$ cat src/clock_pkg.sv
package clock_pkg;

  typedef logic [7:0] bcd_byte_t;  // tens digit in [7:4], units in [3:0]
  typedef logic [2:0] weekday_t;   // 0..6

  typedef struct packed {
    bcd_byte_t hour;
    bcd_byte_t min;
    bcd_byte_t sec;
  } clock_time_t;

  // year 00..99 stands for 2000..2099
  typedef struct packed {
    bcd_byte_t day;
    bcd_byte_t month;
    bcd_byte_t year;
  } date_t;

  typedef struct packed {
    bcd_byte_t hour;
    bcd_byte_t min;
  } alarm_time_t;

  typedef enum logic [1:0] {
    MODE_RUN       = 2'b00,
    MODE_SET_TIME  = 2'b01,
    MODE_SET_ALARM = 2'b10,
    MODE_SET_DATE  = 2'b11
  } clock_mode_e;

  typedef enum logic [1:0] {
    TIMER_IDLE = 2'b00,
    TIMER_LOAD = 2'b01,
    TIMER_RUN  = 2'b10
  } timer_mode_e;

  localparam bcd_byte_t SEC_LAST     = 8'h59;
  localparam bcd_byte_t MIN_LAST     = 8'h59;
  localparam bcd_byte_t HOUR_LAST    = 8'h23;
  localparam bcd_byte_t MONTH_LAST   = 8'h12;
  localparam weekday_t  WEEKDAY_LAST = 3'd6;
  localparam bcd_byte_t NOON_HOUR    = 8'h12;

  // +1 with units carry, no wrap at any limit
  function automatic bcd_byte_t bcd_inc(input bcd_byte_t val);
    bcd_byte_t res;
    if (val[3:0] == 4'd9) res = {val[7:4] + 4'd1, 4'd0};
    else res = {val[7:4], val[3:0] + 4'd1};
    return res;
  endfunction

  // -1 with units borrow
  function automatic bcd_byte_t bcd_dec(input bcd_byte_t val);
    bcd_byte_t res;
    if (val[3:0] == 4'd0) res = {val[7:4] - 4'd1, 4'd9};
    else res = {val[7:4], val[3:0] - 4'd1};
    return res;
  endfunction

endpackage

$ cat src/bcd_time_counter.sv
`timescale 1ns/100ps

module bcd_time_counter (
  input  logic                  clk,
  input  logic                  rst,
  input  logic                  sec_tick,
  input  clock_pkg::clock_mode_e clk_mode,
  input  clock_pkg::clock_time_t time_load,
  output clock_pkg::clock_time_t time_now,
  output logic                  day_roll
);
  import clock_pkg::*;

  logic run_tick;
  logic sec_wrap;
  logic min_wrap;
  logic hour_wrap;

  assign run_tick  = (clk_mode == MODE_RUN) && sec_tick;
  assign sec_wrap  = (time_now.sec == SEC_LAST);
  assign min_wrap  = (time_now.min == MIN_LAST);
  assign hour_wrap = (time_now.hour == HOUR_LAST);

  // 23:59:59 about to become 00:00:00
  assign day_roll = run_tick && sec_wrap && min_wrap && hour_wrap;

  always_ff @(posedge clk) begin
    if (rst) begin
      time_now <= '0;
    end else if (clk_mode == MODE_SET_TIME) begin
      time_now <= time_load;  // whole word load
    end else if (run_tick) begin
      time_now.sec <= sec_wrap ? 8'h00 : bcd_inc(time_now.sec);
      if (sec_wrap) begin
        time_now.min <= min_wrap ? 8'h00 : bcd_inc(time_now.min);
        if (min_wrap) begin
          time_now.hour <= hour_wrap ? 8'h00 : bcd_inc(time_now.hour);
        end
      end
    end
    // alarm and date set modes just hold the time
  end

endmodule

$ cat src/calendar.sv
`timescale 1ns/100ps

module calendar (
  input  logic                   clk,
  input  logic                   rst,
  input  logic                   day_roll,
  input  clock_pkg::clock_mode_e clk_mode,
  input  clock_pkg::date_t       date_load,
  input  clock_pkg::weekday_t    weekday_load,
  output clock_pkg::date_t       date_now,
  output clock_pkg::weekday_t    weekday
);
  import clock_pkg::*;

  logic [1:0] leap_sum;
  logic       leap_year;
  bcd_byte_t  month_last_day;
  logic       month_end;
  logic       year_end;

  // 10*t + u is 2*t + u mod 4, so only tens lsb and two units bits count
  assign leap_sum  = {date_now.year[4], 1'b0} + date_now.year[1:0];
  assign leap_year = (leap_sum == 2'b00);

  always_comb begin
    case (date_now.month)
      8'h02:                      month_last_day = leap_year ? 8'h29 : 8'h28;
      8'h04, 8'h06, 8'h09, 8'h11: month_last_day = 8'h30;
      default:                    month_last_day = 8'h31;
    endcase
  end

  assign month_end = (date_now.day == month_last_day);
  assign year_end  = (date_now.month == MONTH_LAST);

  always_ff @(posedge clk) begin
    if (rst) begin
      date_now.day   <= 8'h01;
      date_now.month <= 8'h01;
      date_now.year  <= 8'h00;
      weekday        <= '0;
    end else if (clk_mode == MODE_SET_DATE) begin
      date_now <= date_load;
      weekday  <= weekday_load;
    end else if (day_roll) begin
      weekday <= (weekday == WEEKDAY_LAST) ? 3'd0 : weekday + 3'd1;
      if (month_end) begin
        date_now.day <= 8'h01;
        if (year_end) begin
          date_now.month <= 8'h01;  // dec -> jan
          date_now.year  <= (date_now.year == 8'h99) ? 8'h00 : bcd_inc(date_now.year);
        end else begin
          date_now.month <= bcd_inc(date_now.month);
        end
      end else begin
        date_now.day <= bcd_inc(date_now.day);
      end
    end
  end

endmodule

$ cat src/countdown_timer.sv
`timescale 1ns/100ps

module countdown_timer (
  input  logic                   clk,
  input  logic                   rst,
  input  logic                   sec_tick,
  input  clock_pkg::timer_mode_e timer_mode,
  input  clock_pkg::clock_time_t timer_load,
  output clock_pkg::clock_time_t timer_now,
  output logic                   buzzer
);
  import clock_pkg::*;

  logic running;
  logic at_zero;
  logic sec_borrow;
  logic min_borrow;

  assign running    = (timer_mode == TIMER_RUN);
  assign at_zero    = (timer_now == '0);
  assign sec_borrow = (timer_now.sec == 8'h00);
  assign min_borrow = (timer_now.min == 8'h00);

  // rings as long as the run mode sits at zero
  assign buzzer = running && at_zero;

  always_ff @(posedge clk) begin
    if (rst) begin
      timer_now <= '0;
    end else if (timer_mode == TIMER_LOAD) begin
      timer_now <= timer_load;
    end else if (running && sec_tick && !at_zero) begin
      timer_now.sec <= sec_borrow ? SEC_LAST : bcd_dec(timer_now.sec);
      if (sec_borrow) begin
        timer_now.min <= min_borrow ? MIN_LAST : bcd_dec(timer_now.min);
        // hour is nonzero here since the count is not zero
        if (min_borrow) timer_now.hour <= bcd_dec(timer_now.hour);
      end
    end
  end

endmodule

$ cat src/alarm_match.sv
`timescale 1ns/100ps

module alarm_match (
  input  logic                   clk,
  input  logic                   rst,
  input  clock_pkg::clock_mode_e clk_mode,
  input  clock_pkg::alarm_time_t alarm_load,
  input  clock_pkg::clock_time_t time_now,
  output clock_pkg::alarm_time_t alarm_time,
  output logic                   ring
);
  import clock_pkg::*;

  logic hhmm_equal;

  // seconds ignored, so a hit lasts the whole minute
  assign hhmm_equal = (time_now.hour == alarm_time.hour) &&
                      (time_now.min == alarm_time.min);

  always_ff @(posedge clk) begin
    if (rst) begin
      alarm_time <= '0;
      ring       <= 1'b0;
    end else begin
      if (clk_mode == MODE_SET_ALARM) alarm_time <= alarm_load;
      ring <= (clk_mode == MODE_RUN) && hhmm_equal;  // quiet in set modes
    end
  end

endmodule

$ cat src/display_format.sv
`timescale 1ns/100ps

module display_format (
  input  clock_pkg::clock_mode_e clk_mode,
  input  clock_pkg::timer_mode_e timer_mode,
  input  logic                   hour_12,
  input  clock_pkg::clock_time_t time_now,
  input  clock_pkg::alarm_time_t alarm_time,
  input  clock_pkg::clock_time_t timer_now,
  output clock_pkg::clock_time_t display,
  output logic                   pm
);
  import clock_pkg::*;

  logic      show_timer;
  logic      show_alarm;
  logic      show_clock;
  bcd_byte_t hour_conv;

  assign show_timer = (timer_mode != TIMER_IDLE);  // timer wins
  assign show_alarm = !show_timer && (clk_mode == MODE_SET_ALARM);
  assign show_clock = !show_timer && !show_alarm;

  // BCD order matches numeric order, so a plain compare works
  assign pm = show_clock && (time_now.hour >= NOON_HOUR);

  // 24h -> 12h hour digits
  always_comb begin
    hour_conv = time_now.hour;
    if (time_now.hour == 8'h00) begin
      hour_conv = NOON_HOUR;
    end else if (time_now.hour > NOON_HOUR) begin
      if (time_now.hour[3:0] >= 4'd2)
        hour_conv = {time_now.hour[7:4] - 4'd1, time_now.hour[3:0] - 4'd2};
      else
        hour_conv = {time_now.hour[7:4] - 4'd2, time_now.hour[3:0] + 4'd8};  // 20, 21
    end
  end

  always_comb begin
    if (show_timer) begin
      display = timer_now;
    end else if (show_alarm) begin
      display = {alarm_time.hour, alarm_time.min, 8'h00};
    end else begin
      display = time_now;
      if (hour_12) display.hour = hour_conv;
    end
  end

endmodule

$ cat src/clock_top.sv
`timescale 1ns/100ps

module clock_top (
  input  logic                   clk,
  input  logic                   rst,
  input  logic                   sec_tick,
  input  clock_pkg::clock_mode_e clk_mode,
  input  clock_pkg::timer_mode_e timer_mode,
  input  logic                   hour_12,
  input  clock_pkg::clock_time_t time_load,
  input  clock_pkg::date_t       date_load,
  input  clock_pkg::weekday_t    weekday_load,
  input  clock_pkg::alarm_time_t alarm_load,
  input  clock_pkg::clock_time_t timer_load,
  output clock_pkg::clock_time_t time_now,
  output clock_pkg::date_t       date_now,
  output clock_pkg::weekday_t    weekday,
  output clock_pkg::clock_time_t display,
  output logic                   pm,
  output logic                   ring,
  output logic                   buzzer
);
  import clock_pkg::*;

  logic        day_roll;    // midnight pulse to the calendar
  clock_time_t timer_now;
  alarm_time_t alarm_time;

  bcd_time_counter u_time (
    .clk       (clk),
    .rst       (rst),
    .sec_tick  (sec_tick),
    .clk_mode  (clk_mode),
    .time_load (time_load),
    .time_now  (time_now),
    .day_roll  (day_roll)
  );

  calendar u_calendar (
    .clk          (clk),
    .rst          (rst),
    .day_roll     (day_roll),
    .clk_mode     (clk_mode),
    .date_load    (date_load),
    .weekday_load (weekday_load),
    .date_now     (date_now),
    .weekday      (weekday)
  );

  countdown_timer u_timer (
    .clk        (clk),
    .rst        (rst),
    .sec_tick   (sec_tick),
    .timer_mode (timer_mode),
    .timer_load (timer_load),
    .timer_now  (timer_now),
    .buzzer     (buzzer)
  );

  alarm_match u_alarm (
    .clk        (clk),
    .rst        (rst),
    .clk_mode   (clk_mode),
    .alarm_load (alarm_load),
    .time_now   (time_now),
    .alarm_time (alarm_time),
    .ring       (ring)
  );

  display_format u_display (
    .clk_mode   (clk_mode),
    .timer_mode (timer_mode),
    .hour_12    (hour_12),
    .time_now   (time_now),
    .alarm_time (alarm_time),
    .timer_now  (timer_now),
    .display    (display),
    .pm         (pm)
  );

endmodule

$ cat config.mk
export PLATFORM = sky130hd
export DESIGN_NAME = clock_top
export DESIGN_NICKNAME = d
export VERILOG_FILES = /design/src/clock_pkg.sv /design/src/bcd_time_counter.sv /design/src/calendar.sv /design/src/countdown_timer.sv /design/src/alarm_match.sv /design/src/display_format.sv /design/src/clock_top.sv
export SDC_FILE = /design/constraint.sdc
export NUM_CORES = 1
export LEC_CHECK = 0
export CAP_MARGIN = 40
export CORE_AREA = 2 2 134 136
export DETAILED_ROUTE_END_ITERATION = 6
export DIE_AREA = 0 0 136 138
export DONT_BUFFER_PORTS = 1
export GPL_TIMING_DRIVEN = 0
export PLACE_DENSITY = 0.58
export SKIP_LAST_GASP = 1
export SYNTH_ARGS = -nofsm -noshare
export SYNTH_HDL_FRONTEND = slang
export SYNTH_HIERARCHICAL = 1
export SYNTH_SLANG_ARGS = --single-unit
$ cat constraint.sdc
create_clock -name clk -period 3.4 [get_ports clk]
set_input_delay 0.34 -clock clk [delete_from_list [all_inputs] [get_ports clk]]
set_output_delay 0.34 -clock clk [all_outputs]
set_load 0.02 [all_outputs]
## Word level (Yosys, flattened, before mapping)

Cells that the tools add are included.
W data, S select, Z words.

| storage, ports and cells | value |
|---|---|
| register bits after elaboration | 92 |
| input bits | 99 |
| output and inout bits | 78 |
| word-level logic and storage cells | 173 |

| cells by class | value |
|---|---|
| add/subtract/negate cells | 24 |
| order comparisons | 3 |
| equality and inequality tests | 25 |
| muxes and demuxes | 40 |
| reduce and logical (&&, ||, !) cells | 59 |

Operator list:

| operator | number |
|---|---|
| $mux W24 | 8 |
| $mux W8 | 24 |
| $add A4 B1 Y4 const B | 12 |
| $mux W16 | 3 |
| $sub A4 B1 Y4 const B | 7 |
| $eq A4 B4 Y1 const B | 6 |
| $eq A8 B8 Y1 | 3 |
| $logic_not A24 Y1 | 1 |
| $logic_not A8 Y1 | 3 |
| $reduce_bool A3 Y1 | 8 |
| $reduce_bool A2 Y1 | 11 |
| $reduce_and A3 Y1 | 6 |
| $eq A8 B3 Y1 const B | 2 |
| $eq A8 B5 Y1 const B | 2 |
| $eq A8 B7 Y1 const B | 2 |
| $pmux W8 S2 | 1 |
| $logic_and A1 B1 Y1 | 12 |
| $logic_not A4 Y1 | 3 |
| $reduce_and A2 Y1 | 6 |
| $reduce_and A4 Y1 | 3 |
| $mux W3 | 3 |
| $eq A8 B2 Y1 const B | 1 |
| $eq A8 B4 Y1 const B | 1 |
| $eq A8 B6 Y1 const B | 1 |
| 15 further kinds | 22 |

## Depth between registers and ports, before layout

| logic depth | value |
|---|---|
| depth in word-level cells | 8 |
| gate-level depth with buffers | 12 |

## Hierarchy

The synthesis kept the hierarchy.

By module, submodules not included:

| module | times used | cells each | area an instance (sq um) | seq. area each (sq um) |
|---|---|---|---|---|
| calendar | 1 | 241 | 1913.1 | 540.5 |
| bcd_time_counter | 1 | 216 | 1739.2 | 480.5 |
| countdown_timer | 1 | 205 | 1630.3 | 480.5 |
| display_format | 1 | 120 | 784.5 | 0.0 |
| alarm_match | 1 | 95 | 783.3 | 340.3 |

## Worst setup path after synthesis

Ideal clock, no wire load.

| timing | value |
|---|---|
| path type | reg-to-reg |
| start point | reg u_time/time_now[4] (netlist name) |
| end point | reg u_calendar/date_now[4] (netlist name) |
| library setup time | 74 ps |
| arrival | 2837 ps |
| data required time | 3326 ps |
| setup slack | 489 ps |
| cell stages (with the launch flop) | 11 |
| path buffers | 0 |
| clock period less this slack | 2911 ps |
| path through | dfxtp_1 > ha_1 > nand3b_1 > nor4_2 > nand2_1 > nor2_1 > inv_1 > a2111oi_2 > nand4_1 > or3_1 > a31oi_1 |

| on the way | value |
|---|---|
| cells in the longest elaborated chain, start to end | 6 |

RTL lines:

| what | line | source |
|---|---|---|
| $eq A8 B7 Y1 | bcd_time_counter.sv:20 | `assign sec_wrap = (time_now.sec == SEC_LAST);` |
| $logic_and A1 B1 Y1 (3 in a row) | bcd_time_counter.sv:25 | `assign day_roll = run_tick && sec_wrap && min_wrap && hour_wrap;` |
| via day_roll | clock_top.sv:25 | `logic day_roll;` |
| $reduce_bool A2 Y1 (no line) | - |  |
| $reduce_and A4 Y1 (no line) | - |  |

The timed path passes the listed nets, and every way through them passes these cells.
A chain may end at the register's enable or synchronous reset.

==> metrics.txt <==
Final Power=2.85 mW; relative slew slack=44.3%; starting density of the core=39.1%; Async S/R FF share, synth=0%; Bufs on Longest Clock Path=2; max incr delay on CP=0.73 ns; placer's final routability congestion estimate=0.909; Required @ worst endpoint=3.06 ns; Non-Filler Instances=1129; post-route ant nets=0; Final Hold Fails=0; compound-cell area share of the yosys netlist=26.5%; Post-synth EDFFs=0; GRT Total Usage=24.3%; port bufs=0; R2R Path Start=u_time/time_now[5]; nets=1030; Hold Crit Depth=1; Inst Count DP=1107; # DRC=0; Fmax=316 MHz; P per Cell Area=380 nW/µm²; Post-Synth Adder-Cell Area=6.76%; CTS tree=done; XOR/XNOR Fraction of Synth Area=3.84%; DR iter-0 viols=565; DIE WIDTH=136 µm; Tmin final=3.16 ns; Hold Path Class=in2reg; critical path launch point=u_time/time_now[21]; fin. max-slew vios=0; Post-Synth Simple-Gate Area=27.3%; setup_tns=0 ns; Post-Route Skew=0.0124 ns; Syn Area/Cell=7.81 µm²; post-synthesis sequential element count=92; # hold bufs at CTS=0; Setup CP Type=reg2out; Tcrit/Tclk final=93.1%; hold path start=rst; Max rail drop VDD=0.000224 V; Reg area=1850 µm²; Pleak=2.73 nW; vias=6910; antenna violations before repair=2; Die ar.=18800 µm²; synthesized area=6850 µm²; Num CTS Buffers=9; proportion of synthesized area in mux cells=2.52%; Cell Rows=49; Setup crit start kind=flop; post-synth cell types=91; GR Util met2=39.0%; met1 Usage GRT=30.8%; clk root buf=clkbuf_16; first-pass iteration count of the detailed router=5; layout cells sized above 1=10.2%; max-cap check violation count=0; vias in the first global route=6394; worst-path cell chain=inv_1 > ha_1 > nand4bb_1 > o221ai_1 > nor3_1 > a21oi_1 > a31oi_1; htree depth=3; I/O pin total=177; P&R area growth vs syn=9.50%; die height=138 µm; GRT met3 Usage=7.52%; largest net degree at the start of global routing=18; Placeable Area=17500 µm²; status=finished, final reports clean; Worst-path clk slew=0.07 ns; main combinational cell family by area after synthesis=simple AND/OR/NAND/NOR gates; Syn Nets=1013; Wirelength per Cell=20.8 µm; Multi-input gate area=4610 µm²; Worst setup EP type=output pin; vias per cell=6.12; fill count=1825; Reg2Reg Depth=11; slowest CP cell=dfxtp_1; GRT overflow=0; crit path DAT=2.82 ns; Seq/Total Area, Yosys=26.9%; GRT busiest layer=met2; Synth Flop Type=dfxtp_1; CP max FO=10; Final Setup Violations=0; final wirelength=23400 µm; first-pass GRT wire length=35600 µm; DP Wirelength=17700 µm; Syn Inst Count=877; yosys warns=6; clock latency on the worst-skew pair=0.36 ns; CTS sink count=92; worst-margin pin slew=0.827 ns
-- Yosys cell counts (all sizes together), types with 5 or more instances --
cell type / number / area (µm²)
nand2: 96 / 360
dfxtp: 92 / 1840
a21oi: 71 / 363
nor2: 68 / 255
o21ai: 50 / 250
inv: 42 / 158
ha: 37 / 463
nand3: 33 / 178
clkbuf: 28 / 125
buf: 23 / 131
xor2: 23 / 201
a211oi: 21 / 158
nor3: 21 / 110
a31oi: 20 / 125
nor4: 17 / 125
mux2i: 15 / 150
nand2b: 12 / 75.1
or3: 12 / 82.6
a311oi: 11 / 96.3
nor3b: 11 / 97.6
nand4: 10 / 68.8
a22o: 9 / 78.8
o211ai: 9 / 67.6
a221oi: 8 / 70.1
nand3b: 7 / 52.6
xnor2: 7 / 61.3
a22oi: 6 / 45.0
and3: 6 / 42.5
and3b: 6 / 52.6
nand4b: 6 / 52.6
o22ai: 6 / 43.8
or3b: 6 / 55.1
or4: 6 / 52.6
a2111oi: 5 / 56.3
and2: 5 / 31.3
nor2b: 5 / 31.3
nor4b: 5 / 50.0
o221ai: 5 / 43.8
o31ai: 5 / 37.5
-- flip-flops by register name, summed over array words and instances (netlist names) --
signal,flops
u_time/time_now,24
u_alarm/alarm_time,16
u_calendar/weekday,3
u_timer/timer_now,24
u_alarm/ring,1
u_calendar/date_now,24
-- critical path: cells and delay by family, from the launching register on --
kind                       cells  cell delay [ns]
AOI/OAI and AO/OA              3             0.80
DFF                            1             0.73
and+or+nand+nor                2             0.37
buffers and inverters          1             0.29
adders and majority gates      1             0.27
-- path summary, 6_finish.rpt --
check / to / slack, ns
worst min-delay path: u_time/time_now[15] / 0.11
worst max-delay path: display[17] / 0.24
worst max register to register: u_calendar/date_now[4] / 0.26
worst min register to register: u_alarm/alarm_time[4] / 0.48
-- kinds of logic after synthesis --
family / after synthesis
buf+inv: 94
mux: 17
flops: 92
simple gates: 342
fa+ha+maj: 37
compound gates: 265
xor+xnor: 30
-- cells in the final DEF (no fill, tap or decap), drive strengths merged, types with 28 or more instances in the layout --
master / instances
dfxtp: 92
ha: 37
clkbuf: 37
a21oi: 71
nor2: 68
o21ai: 50
inv: 46
buf: 28
nand2: 96
nand3: 33
-- cell type report --
class | count | area share, %
well taps | 229 | 3.82
clock inverters | 7 | 0.751
plain buffers | 52 | 3.57
multi-input cells | 691 | 61.5
clock buffers | 9 | 3.00
inverters | 42 | 2.10
flip-flops and latches | 92 | 24.6
repair buffers | 6 | 0.634
diodes | 1 | 0.0334
-- metrics by stage --
stage               setup WS [ns]  instance area [µm²]  hold slack (ns)  util [%]
CTS                        0.0341                 7460           0.0919      42.6
detailed placement         -0.254                 7150            0.475      40.8
finish                      0.236                 7500            0.107      42.8
floorplan                   0.489                 6850            0.457         -
global route             -0.00307                 7500           0.0945      42.8
global placement           -0.256                 7140            0.471      40.7
-- power breakdown --
part	internal (mW)	switching, mW
Sequential	1.14	0.139
Clock	0.509	0.488
Combinational	0.220	0.357
-- metal layers --
metal  vias up  share of wire, %
met5         -             0.055
met4         2               2.2
met3        39                10
met2       329                46
met1      3224                42
li1       3316                 -
-- timing repair --
action	4_1_cts	5_1_grt
resized for setup	5	6
pin swaps	1	1
setup buffers	2	3
endpoints found under the setup margin	12	14
gates cloned	0	0
Note: power is estimated with default switching activity, not from simulation.
